--- config.mk ---
export PLATFORM = sky130hd
export DESIGN_NAME = func_units
export DESIGN_NICKNAME = d
export VERILOG_FILES = /design/src/verilog/fu_pkg.sv /design/src/verilog/alu_unit.sv /design/src/verilog/func_units.sv /design/src/verilog/load_store_unit.sv /design/src/verilog/writeback_arbiter.sv
export VERILOG_INCLUDE_DIRS = /design/src /design/src/verilog
export SDC_FILE = /design/constraint.sdc
export NUM_CORES = 2
export LEC_CHECK = 0
export BUFFER_PORTS_ARGS = -buffer_cell sky130_fd_sc_hd__buf_4
export CAP_MARGIN = 0
export CORE_MARGIN = 2
export CORE_UTILIZATION = 60
export DETAILED_ROUTE_END_ITERATION = 12
export PLACE_DENSITY = 0.75
export SLEW_MARGIN = 20
export SYNTH_ARGS = -nofsm -noshare
export SYNTH_HDL_FRONTEND = slang
export SYNTH_SLANG_ARGS = --single-unit
--- constraint.sdc ---
create_clock -name clk -period 19.4 [get_ports clk]
set_input_delay 3.88 -clock clk [delete_from_list [all_inputs] [get_ports clk]]
set_output_delay 3.88 -clock clk [all_outputs]
set_load 0.01 [all_outputs]
--- src/verilog/fu_cfg.svh ---
`ifndef FU_CFG_SVH
`define FU_CFG_SVH

// general purpose register width
`define GPR_SIZE 64

// rob entry index width, sixteen entries
`define ROB_IDX_SIZE 4

// data memory depth in 64-bit words
`define DMEM_WORDS 32

// word index width, taken from addr[7:3]
`define DMEM_IDX_SIZE 5

// byte offset bits below the word index, ignored
`define DMEM_OFS_SIZE 3

`endif

--- src/verilog/fu_pkg.sv ---
`default_nettype none

`include "fu_cfg.svh"

package fu_pkg;

  // alu operation codes from the reservation stations
  typedef enum logic [3:0] {
    ALU_OP_PLUS,
    ALU_OP_MINUS,
    ALU_OP_OR,
    ALU_OP_ORN,
    ALU_OP_EOR,
    ALU_OP_AND,
    ALU_OP_CSEL,
    ALU_OP_CSINC,
    ALU_OP_CSINV,
    ALU_OP_CSNEG
  } alu_op_t;

  // aarch64 condition field encoding
  typedef enum logic [3:0] {
    EQ = 4'd0,
    NE = 4'd1,
    CS = 4'd2,
    CC = 4'd3,
    MI = 4'd4,
    PL = 4'd5,
    VS = 4'd6,
    VC = 4'd7,
    HI = 4'd8,
    LS = 4'd9,
    GE = 4'd10,
    LT = 4'd11,
    GT = 4'd12,
    LE = 4'd13,
    AL = 4'd14
  } cond_t;

  // condition flags, n in the top bit
  typedef struct packed {
    logic n;
    logic z;
    logic c;
    logic v;
  } nzcv_t;

  // one alu operation as issued
  typedef struct packed {
    alu_op_t                  op;
    cond_t                    cond;
    logic [`GPR_SIZE-1:0]     val_a;
    logic [`GPR_SIZE-1:0]     val_b;
    logic [`ROB_IDX_SIZE-1:0] dst_rob_index;
    logic                     set_nzcv;
    // flags from before the operation
    nzcv_t                    nzcv;
  } alu_issue_t;

  // one load or store request
  typedef struct packed {
    logic                     is_store;
    logic [63:0]              addr;
    logic [`GPR_SIZE-1:0]     store_val;
    logic [`ROB_IDX_SIZE-1:0] dst_rob_index;
  } ls_issue_t;

  // completed result towards the rob
  typedef struct packed {
    logic [`ROB_IDX_SIZE-1:0] dst_rob_index;
    logic [`GPR_SIZE-1:0]     value;
    logic                     set_nzcv;
    nzcv_t                    nzcv;
  } fu_result_t;

endpackage

`default_nettype wire

--- src/verilog/alu_unit.sv ---
`default_nettype none

`include "fu_cfg.svh"

module alu_unit
  import fu_pkg::*;
(
  input  logic       clk,
  input  logic       rst_n,
  input  logic       alu_start,
  input  alu_issue_t alu_issue,
  output logic       alu_done,
  output fu_result_t alu_result
);

  // registered issue, one cycle latency
  logic       start_q;
  alu_issue_t issue_q;

  // operand aliases
  logic [`GPR_SIZE-1:0] val_a;
  logic [`GPR_SIZE-1:0] val_b;

  // shared adder, subtract as a + ~b + 1
  logic                 is_minus;
  logic                 is_arith;
  logic [`GPR_SIZE-1:0] b_op;
  logic [`GPR_SIZE:0]   sum;
  logic                 add_c;
  logic                 add_v;

  logic                 cond_holds;
  logic [`GPR_SIZE-1:0] value;
  nzcv_t                flags;

  // aarch64 condition check against incoming flags
  function automatic logic eval_cond(input cond_t cond, input nzcv_t f);
    logic holds;
    case (cond)
      EQ: holds = f.z;
      NE: holds = !f.z;
      CS: holds = f.c;
      CC: holds = !f.c;
      MI: holds = f.n;
      PL: holds = !f.n;
      VS: holds = f.v;
      VC: holds = !f.v;
      HI: holds = f.c && !f.z;
      LS: holds = !(f.c && !f.z);
      GE: holds = (f.n == f.v);
      LT: holds = (f.n != f.v);
      GT: holds = !f.z && (f.n == f.v);
      LE: holds = f.z || (f.n != f.v);
      // al, and the unused encoding behaves the same
      default: holds = 1'b1;
    endcase
    return holds;
  endfunction

  always_ff @(posedge clk or negedge rst_n) begin
    if (!rst_n) begin
      start_q <= 1'b0;
      issue_q <= '0;
    end else begin
      start_q <= alu_start;
      issue_q <= alu_issue;
    end
  end

  assign val_a = issue_q.val_a;
  assign val_b = issue_q.val_b;

  assign is_minus = (issue_q.op == ALU_OP_MINUS);
  assign is_arith = (issue_q.op == ALU_OP_PLUS) || is_minus;
  assign b_op     = is_minus ? ~val_b : val_b;
  assign sum      = {1'b0, val_a} + {1'b0, b_op} + {{`GPR_SIZE{1'b0}}, is_minus};

  // carry out, for subtract this is "no borrow"
  assign add_c = sum[`GPR_SIZE];
  // same sign in, different sign out
  assign add_v = (val_a[`GPR_SIZE-1] == b_op[`GPR_SIZE-1]) &&
                 (sum[`GPR_SIZE-1] != val_a[`GPR_SIZE-1]);

  assign cond_holds = eval_cond(issue_q.cond, issue_q.nzcv);

  always_comb begin
    case (issue_q.op)
      ALU_OP_PLUS,
      ALU_OP_MINUS: value = sum[`GPR_SIZE-1:0];
      ALU_OP_OR:    value = val_a | val_b;
      ALU_OP_ORN:   value = val_a | ~val_b;
      ALU_OP_EOR:   value = val_a ^ val_b;
      ALU_OP_AND:   value = val_a & val_b;
      // select family, val_a when cond holds
      ALU_OP_CSEL:  value = cond_holds ? val_a : val_b;
      ALU_OP_CSINC: value = cond_holds ? val_a : val_b + 1;
      ALU_OP_CSINV: value = cond_holds ? val_a : ~val_b;
      ALU_OP_CSNEG: value = cond_holds ? val_a : ~val_b + 1;
      default:      value = '0;
    endcase
  end

  always_comb begin
    if (issue_q.set_nzcv) begin
      flags.n = value[`GPR_SIZE-1];
      flags.z = (value == '0);
      // logical and select ops clear c and v
      flags.c = is_arith && add_c;
      flags.v = is_arith && add_v;
    end else begin
      flags = issue_q.nzcv;
    end
  end

  assign alu_done = start_q;

  always_comb begin
    alu_result.dst_rob_index = issue_q.dst_rob_index;
    alu_result.value         = value;
    alu_result.set_nzcv      = issue_q.set_nzcv;
    alu_result.nzcv          = flags;
  end

endmodule

`default_nettype wire

--- src/verilog/func_units.sv ---
`default_nettype none

module func_units
  import fu_pkg::*;
(
  input  logic       clk,
  input  logic       rst_n,
  // from the reservation stations
  input  logic       alu_start,
  input  alu_issue_t alu_issue,
  input  logic       ls_start,
  input  ls_issue_t  ls_issue,
  // back to the reservation stations
  output logic       ls_ready,
  // to the rob
  output logic       rob_done,
  output fu_result_t rob_result
);

  // unit results into the arbiter
  logic       alu_done;
  fu_result_t alu_result;
  logic       ls_done;
  fu_result_t ls_result;
  // arbiter grant back to the load/store unit
  logic       ls_grant;

  alu_unit u_alu (
    .clk       (clk),
    .rst_n     (rst_n),
    .alu_start (alu_start),
    .alu_issue (alu_issue),
    .alu_done  (alu_done),
    .alu_result(alu_result)
  );

  load_store_unit u_ls (
    .clk      (clk),
    .rst_n    (rst_n),
    .ls_start (ls_start),
    .ls_issue (ls_issue),
    .ls_grant (ls_grant),
    .ls_ready (ls_ready),
    .ls_done  (ls_done),
    .ls_result(ls_result)
  );

  writeback_arbiter u_arb (
    .alu_done  (alu_done),
    .alu_result(alu_result),
    .ls_done   (ls_done),
    .ls_result (ls_result),
    .ls_grant  (ls_grant),
    .rob_done  (rob_done),
    .rob_result(rob_result)
  );

endmodule

`default_nettype wire

--- src/verilog/load_store_unit.sv ---
`default_nettype none

`include "fu_cfg.svh"

module load_store_unit
  import fu_pkg::*;
(
  input  logic       clk,
  input  logic       rst_n,
  input  logic       ls_start,
  input  ls_issue_t  ls_issue,
  input  logic       ls_grant,
  output logic       ls_ready,
  output logic       ls_done,
  output fu_result_t ls_result
);

  // idle takes a request, access touches memory, hold waits for grant
  typedef enum logic [1:0] {
    LS_IDLE,
    LS_ACCESS,
    LS_HOLD
  } ls_state_t;

  ls_state_t state_q;
  ls_state_t state_d;

  // single request slot
  ls_issue_t req_q;

  // word-wide data memory
  logic [`GPR_SIZE-1:0] mem [`DMEM_WORDS];
  logic [`DMEM_IDX_SIZE-1:0] word_idx;

  // held result value
  logic [`GPR_SIZE-1:0] value_q;

  logic take_req;
  logic do_access;

  // low byte offset dropped, aligned words only
  assign word_idx = req_q.addr[`DMEM_IDX_SIZE+`DMEM_OFS_SIZE-1:`DMEM_OFS_SIZE];

  assign take_req  = ls_start && (state_q == LS_IDLE);
  assign do_access = (state_q == LS_ACCESS);

  always_comb begin
    state_d = state_q;
    case (state_q)
      LS_IDLE: begin
        if (ls_start) begin
          state_d = LS_ACCESS;
        end
      end
      LS_ACCESS: begin
        state_d = LS_HOLD;
      end
      LS_HOLD: begin
        // stays here while the alu owns the rob port
        if (ls_grant) begin
          state_d = LS_IDLE;
        end
      end
      default: begin
        state_d = LS_IDLE;
      end
    endcase
  end

  always_ff @(posedge clk or negedge rst_n) begin
    if (!rst_n) begin
      state_q <= LS_IDLE;
    end else begin
      state_q <= state_d;
    end
  end

  always_ff @(posedge clk) begin
    if (take_req) begin
      req_q <= ls_issue;
    end
  end

  // store write and load capture, both one edge after the request
  always_ff @(posedge clk) begin
    if (do_access) begin
      if (req_q.is_store) begin
        mem[word_idx] <= req_q.store_val;
        value_q       <= '0;
      end else begin
        value_q <= mem[word_idx];
      end
    end
  end

  assign ls_ready = (state_q == LS_IDLE);
  assign ls_done  = (state_q == LS_HOLD);

  // loads and stores never touch the flags
  always_comb begin
    ls_result.dst_rob_index = req_q.dst_rob_index;
    ls_result.value         = value_q;
    ls_result.set_nzcv      = 1'b0;
    ls_result.nzcv          = '0;
  end

endmodule

`default_nettype wire

--- src/verilog/writeback_arbiter.sv ---
`default_nettype none

module writeback_arbiter
  import fu_pkg::*;
(
  // alu side, one result per cycle, never stalled
  input  logic       alu_done,
  input  fu_result_t alu_result,
  // load/store side, held until granted
  input  logic       ls_done,
  input  fu_result_t ls_result,
  output logic       ls_grant,
  // single rob write port
  output logic       rob_done,
  output fu_result_t rob_result
);

  // fixed priority, alu first
  logic alu_sel;

  assign alu_sel = alu_done;

  // ls result only goes out in a cycle without an alu result
  assign ls_grant = ls_done && !alu_sel;

  // either unit finishing fills the port
  assign rob_done = alu_done || ls_done;

  always_comb begin
    if (alu_sel) begin
      rob_result = alu_result;
    end else begin
      // also the idle case, ignored while rob_done is low
      rob_result = ls_result;
    end
  end

endmodule

`default_nettype wire
---- Word level (Yosys, flattened, before mapping) ----
Memories as Yosys holds them, arrays and structs flattened. A register that Yosys moved wholly into a read port is not among the register bits.
Index checks and enable logic that the tools add are counted.
storage, ports and cells
  bits in writable memories ............... 2,048
  register bits ........................... 225
  bits of input ports ..................... 282
  memories kept ........................... 1
memories
  memory    words  width  rd ports  clocked after memory_dff  wr ports  RTL line               RTL
  u_ls.mem  32     64     1         1                         1         load_store_unit.sv:32  logic [`GPR_SIZE-1:0] mem [`DMEM_WORDS];
operators by class
  bitwise logic cells ..................... 5
  add/subtract/negate cells ............... 4
  equal/unequal tests ..................... 30
  mux-type cells .......................... 15
  reduce and logical (&&, ||, !) cells .... 22
operators by type and width
  operator                 count
  $pmux W64 S9             1
  $mux W64                 5
  $add A64 B1 Y64 const B  2
  $or A64 B64 Y64          2
  $mux W73                 1
  $add A64 B64 Y65         1
  $add A65 B1 Y65          1
  $and A64 B64 Y64         1
  $logic_not A64 Y1        1
  $not A64 Y64             1
  $xor A64 B64 Y64         1
  $eq A4 B3 Y1 const B     8
  $eq A4 B4 Y1 const B     8
  $eq A4 B2 Y1 const B     4
  $pmux W1 S14             1
  $eq A4 B1 Y1 const B     2
  $logic_not A4 Y1         2
  $logic_and A1 B1 Y1      7
  $logic_not A1 Y1         6
  $pmux W2 S3              1
  $mux W2                  2
  $mux W4                  1
  $ne A2 B2 Y1 const B     2
  $logic_or A1 B1 Y1       3
  8 further kinds          12

---- Logic depth before layout (Yosys ltp) ----
  word-level depth ........................ 9
  gate-level depth with buffers ........... 20

---- By module ----
From an unflattened synthesis, not the netlist that was laid out.
unflattened totals
  cell total of the unflattened synthesis .. 6,661
  area, all modules ....................... 100,893.0 µm²
modules (own cells, without submodules)
  module             sequential area each (µm²)  times used  cells an instance  area each (µm²)
  load_store_unit    65,693.0                    1           4,239              81,862.3
  alu_unit           3,653.5                     1           2,339              17,938.5
  writeback_arbiter  0.0                         1           83                 1,092.3

---- Least setup slack after synthesis ----
No wires, ideal clock.
  kind .................................... register to output
  from .................................... register u_alu.issue_q[141] in the netlist's numbering
  to ...................................... output port rob_result[2] in the netlist's numbering
  cell stages (with the launch flop) ...... 20
  data required time ...................... 15.520 ns
  data arrival time ....................... 5.537 ns
  path buffers ............................ 3
  path slack .............................. 9.983 ns
  cell sequence ........................... dfrtp_1 -> clkbuf_1 -> nor4b_1 -> clkbuf_1 -> clkbuf_1 -> mux2i_1 -> fa_1 -> nor2b_1 -> o2111ai_1 -> a2111oi_0 -> nor2_1 -> o31a_1 -> o41ai_1 -> xnor2_1 -> o21ai_0 -> nor4_1 -> and4_1 -> nand4_1 -> or4_1 -> o32ai_2
RTL lines
  item                      RTL line          RTL
  start: declaration        alu_unit.sv:18    alu_issue_t issue_q;
  start signal: assignment  alu_unit.sv:66    issue_q <= alu_issue;
  end: declaration          func_units.sv:17  output fu_result_t rob_result

==> metrics.md <==
| Metric | Value |
|---|---|
| CP cell instances | nor4b_2 > buf_4 > buf_4 > xor2_1 > ha_1 > a21oi_1 > o21ai_0 > nor4_1 > o21ai_0 > a21oi_1 > o21a_1 > xnor2_1 > a21oi_1 > and3_1 > nand4_1 > or4_1 > o32ai_2 > buf_4 |
| Chip height | 409 um |
| Fin nets | about 6.3k |
| Util after Layout | 67.8% |
| Worst clock skew | between 0.07 and 0.08 ns |
| Cell Area, Placed | approximately 100,000 um^2 |
| CP max FO | 56 |
| Cell area after layout | around 110,000 um^2 |
| Post-DP HPWL | approximately 180 mm |
| Hold path startpoint | u_ls.state_q[0] |
| R2R Path Start | u_ls.req_q[72] |
| Fraction of registers with async set/reset | 6.34% |
| Peak Freq | slightly below 80 MHz |
| Resize count post-CTS | 0 |
| Routed wire per std cell | roughly 38 um |
| Hold endpoint | u_ls.state_q[0] |
| Final period util | roughly 65% |
| Critical-path top delay cell | nor4_1 |
| Top FF cell, synth | edfxtp_1 |
| Worst path required time | approximately 16 ns |
| Clk slew on worst S/H paths | 0.06 ns |
| PortBufs | 297 |
| Antenna viol nets, final | 0 |
| Final hold violations | 0 |
| CTS root buffer | clkbuf_16 |
| Vias | 59.8k |
| Drt initial violations | ~9.6k |
| Area leader, netlist | edfxtp_1 |
| Setup crit end kind | output port |
| Largest net degree at the start of global routing | about 150 |
| Die width | approximately 410 um |
| FF+latch count, synth | between 2k and 2.5k |
| Drt pass-1 iters | 6 |
| Tmin final | 12.65 ns |
| Static leakage | ~36 nW |
| Detailed Route WL | roughly 310 mm |
| Floorplan core area | approximately 160,000 um^2 |
| CP startpoint kind | flop |
| Area grow syn2layout | 12.1% |
| Final setup fails | 0 |
| YS warnings | 0 |
| CP Data Arrival Time | 8.77 ns |
| Slew HR | roughly 17% |
| # rows | between 100 and 150 |
| Setup Buffers After CTS | 0 |
| Post-place setup slack | roughly 7.8 ns |
| CTS tree | built |
| Clk buf depth | 3 |
| Share of layout cells above drive strength 1 | between 20 and 25% |
| Top cell type's share of synthesized area | approximately two thirds |
| Pwr dens | between 100 and 150 nW/um^2 |
| R2R setup slack | roughly 13 ns |
| Post-Syn Instances | roughly 5.6k |
| Gr ovfl total | 0 |
| FF-to-FF path depth | 10 |
| Worst hold-check path type | flop to flop |
| Die area | around 170,000 um^2 |
| Count of different cell masters after synthesis | 94 |
| Worst slew pin tran | around 1.2 ns |
| Vias in the first global route | 59.8k |
| Area contributors post-synth | edfxtp_1 67%, mux4_2 12%, dfrtp_1 3.8% |
| Number of synthesized flops with an enable pin | approximately 2.2k |
| Fill count | 10.2k |
| First-pass GRT wire length | roughly 440 mm |
| RSZ-0062 raised after global routing | no |
| Syn nets | between 6k and 7k |
| CP delay by family, top | compound AO/OA/AOI/OAI gates |
| Boundary Pins | around 360 |
| Synth Cell Area | approximately 98,000 um^2 |
| Outcome | completed |
| Total CTS buffers | 214 |
| Peak supply drop | ~100 uV |
| DRC violations left | 0 |
| Syn avg cell area | between 15 and 20 um^2 |
| Buf+Inv Stages, Crit Path | 3 |
| Hold-critical path depth | 2 |
| Crit path kind | flop to output port |
| Slowest stage delay, CP | ~0.88 ns |
| FF/Latch Area | approximately 69,000 um^2 |
| Post-route setup slack | 6.75 ns |
| Clk sinks | 2,334 |
| Final TNS setup | 0 ns |
| Critical R2R Capture | u_ls.value_q[24] |
| Post-DR vias/cell | between 7 and 8 |
| Max cap viols | 0 |
| CTS Hold Bufs | 0 |
| # H-tree levels | 4 |
| Clock Latency Late Sink | 0.89 ns |
| Initial antenna violation count | 13 |
| GR Util All Layers | 37.2% |
| Routability congestion estimate | 0.996 |
| Initial core utilization | 60.5% |
| Slew Limit Fails | 0 |
| Register area share after synthesis | around 70% |
| Hold_ws | 0.609 ns |
| Area of the multi-input gates | around 28,000 um^2 |
## power breakdown
| group | switching [mW] | internal (mW) | leakage (nW) | total (mW) |
|---|---|---|---|---|
| combinational | 0.981 | 0.620 | 10.9 | 1.60 |
| sequential | 0.293 | 5.85 | 21.4 | 6.14 |
| clock | 1.88 | 2.26 | 3.32 | 4.14 |
| total | 3.15 | 8.73 | 35.7 | 11.9 |
## area by class of cell
class                   instances  share of cell area, %
repair buffers                437                   3.10
well taps                    2175                   2.47
inverters                      35                  0.119
diodes                          3                0.00680
clock inverters               117                   1.00
multi-input cells            2889                   25.2
clock buffers                 274                   5.19
flip-flops and latches       2334                   62.9
## layer usage
| layer | track usage [%] | wire, um |
|---|---|---|
| met1 | 49.1 | 108000 |
| met2 | 59.1 | 149000 |
| met3 | 8.02 | 36100 |
| met4 | 19.0 | 17700 |
| met5 | 0 | 69 |
## per-stage QoR
stage / total power [mW] / instances
2_1_floorplan: 7.09 / 5630
3_3_place_gp: 7.75 / 7865
3_5_place_dp: 7.79 / 7869
4_1_cts: 11.9 / 8260
5_1_grt: 12.2 / 8262
6_report: 11.9 / 8264
## registers in the layout (all words and copies together) (netlist names)
name / cells
u_ls.req_q: 70
u_alu.issue_q: 12
u_alu.alu_result: 5
u_alu.val_b: 64
u_alu.val_a: 64
u_alu.alu_done: 1
u_ls.state_q: 2
u_ls.value_q: 64
u_ls.mem: 2048
u_ls.ls_result: 4
## worst reg2reg max path, delay by kind of cell (launching register included)
| family | cells | cell delay (ns) |
|---|---|---|
| buf+inv | 6 | 4.24 |
| compound gates | 3 | 0.82 |
| mux | 1 | 0.45 |
| flops | 1 | 0.37 |
## cells in the mapped netlist (all sizes together) (51+ instances only)
master	number
edfxtp	2186
mux4	512
clkbuf	254
a21oi	240
nor2	239
a22oi	233
nand2	201
o21ai	177
dfrtp	148
ha	142
xor2	134
buf	118
nand4	86
nand3	80
nor3	77
a31oi	74
a221oi	57
nor4	51
## worst max path at each step
stage,start,endpoint,slack (ns),cells past startpoint
final,u_alu.issue_q[141],rob_result[2],6.75,18
after global routing,u_alu.issue_q[141],rob_result[2],6.74,18
after CTS,u_alu.issue_q[141],rob_result[2],6.89,18
after detailed placement,u_alu.issue_q[141],rob_result[2],7.82,18
after global placement,u_alu.issue_q[141],rob_result[2],7.81,18
after floorplan,u_alu.issue_q[141],rob_result[2],9.98,19
## cell usage in the layout, fill, tap and decap left out, drive strengths merged, types with 17 or more instances in the layout
cell type  instances
edfxtp          2186
mux4             512
buf              437
clkbuf           274
a21oi            240
nor2             239
a22oi            233
nand2            201
o21ai            177
dfrtp            148
ha               142
xor2             134
clkinv            96
nand4             86
nand3             80
nor3              77
a31oi             74
a221oi            57
nor4              51
xnor2             50
inv               39
a22o              38
o211ai            35
a41oi             30
a211oi            29
and3              29
or3               28
o21a              23
mux2              23
a21o              21
and4              20
or4               19
mux2i             17
## kinds of logic after synthesis
group | after synthesis | synth area share (%)
flops | 2334 | 70.4
mux | 552 | 12.2
buf+inv | 407 | 1.63
compound gates | 1105 | 7.63
xor+xnor | 184 | 1.64
fa+ha+maj | 143 | 1.83
simple gates | 905 | 4.68
Note: power is estimated with default switching activity, not from simulation.
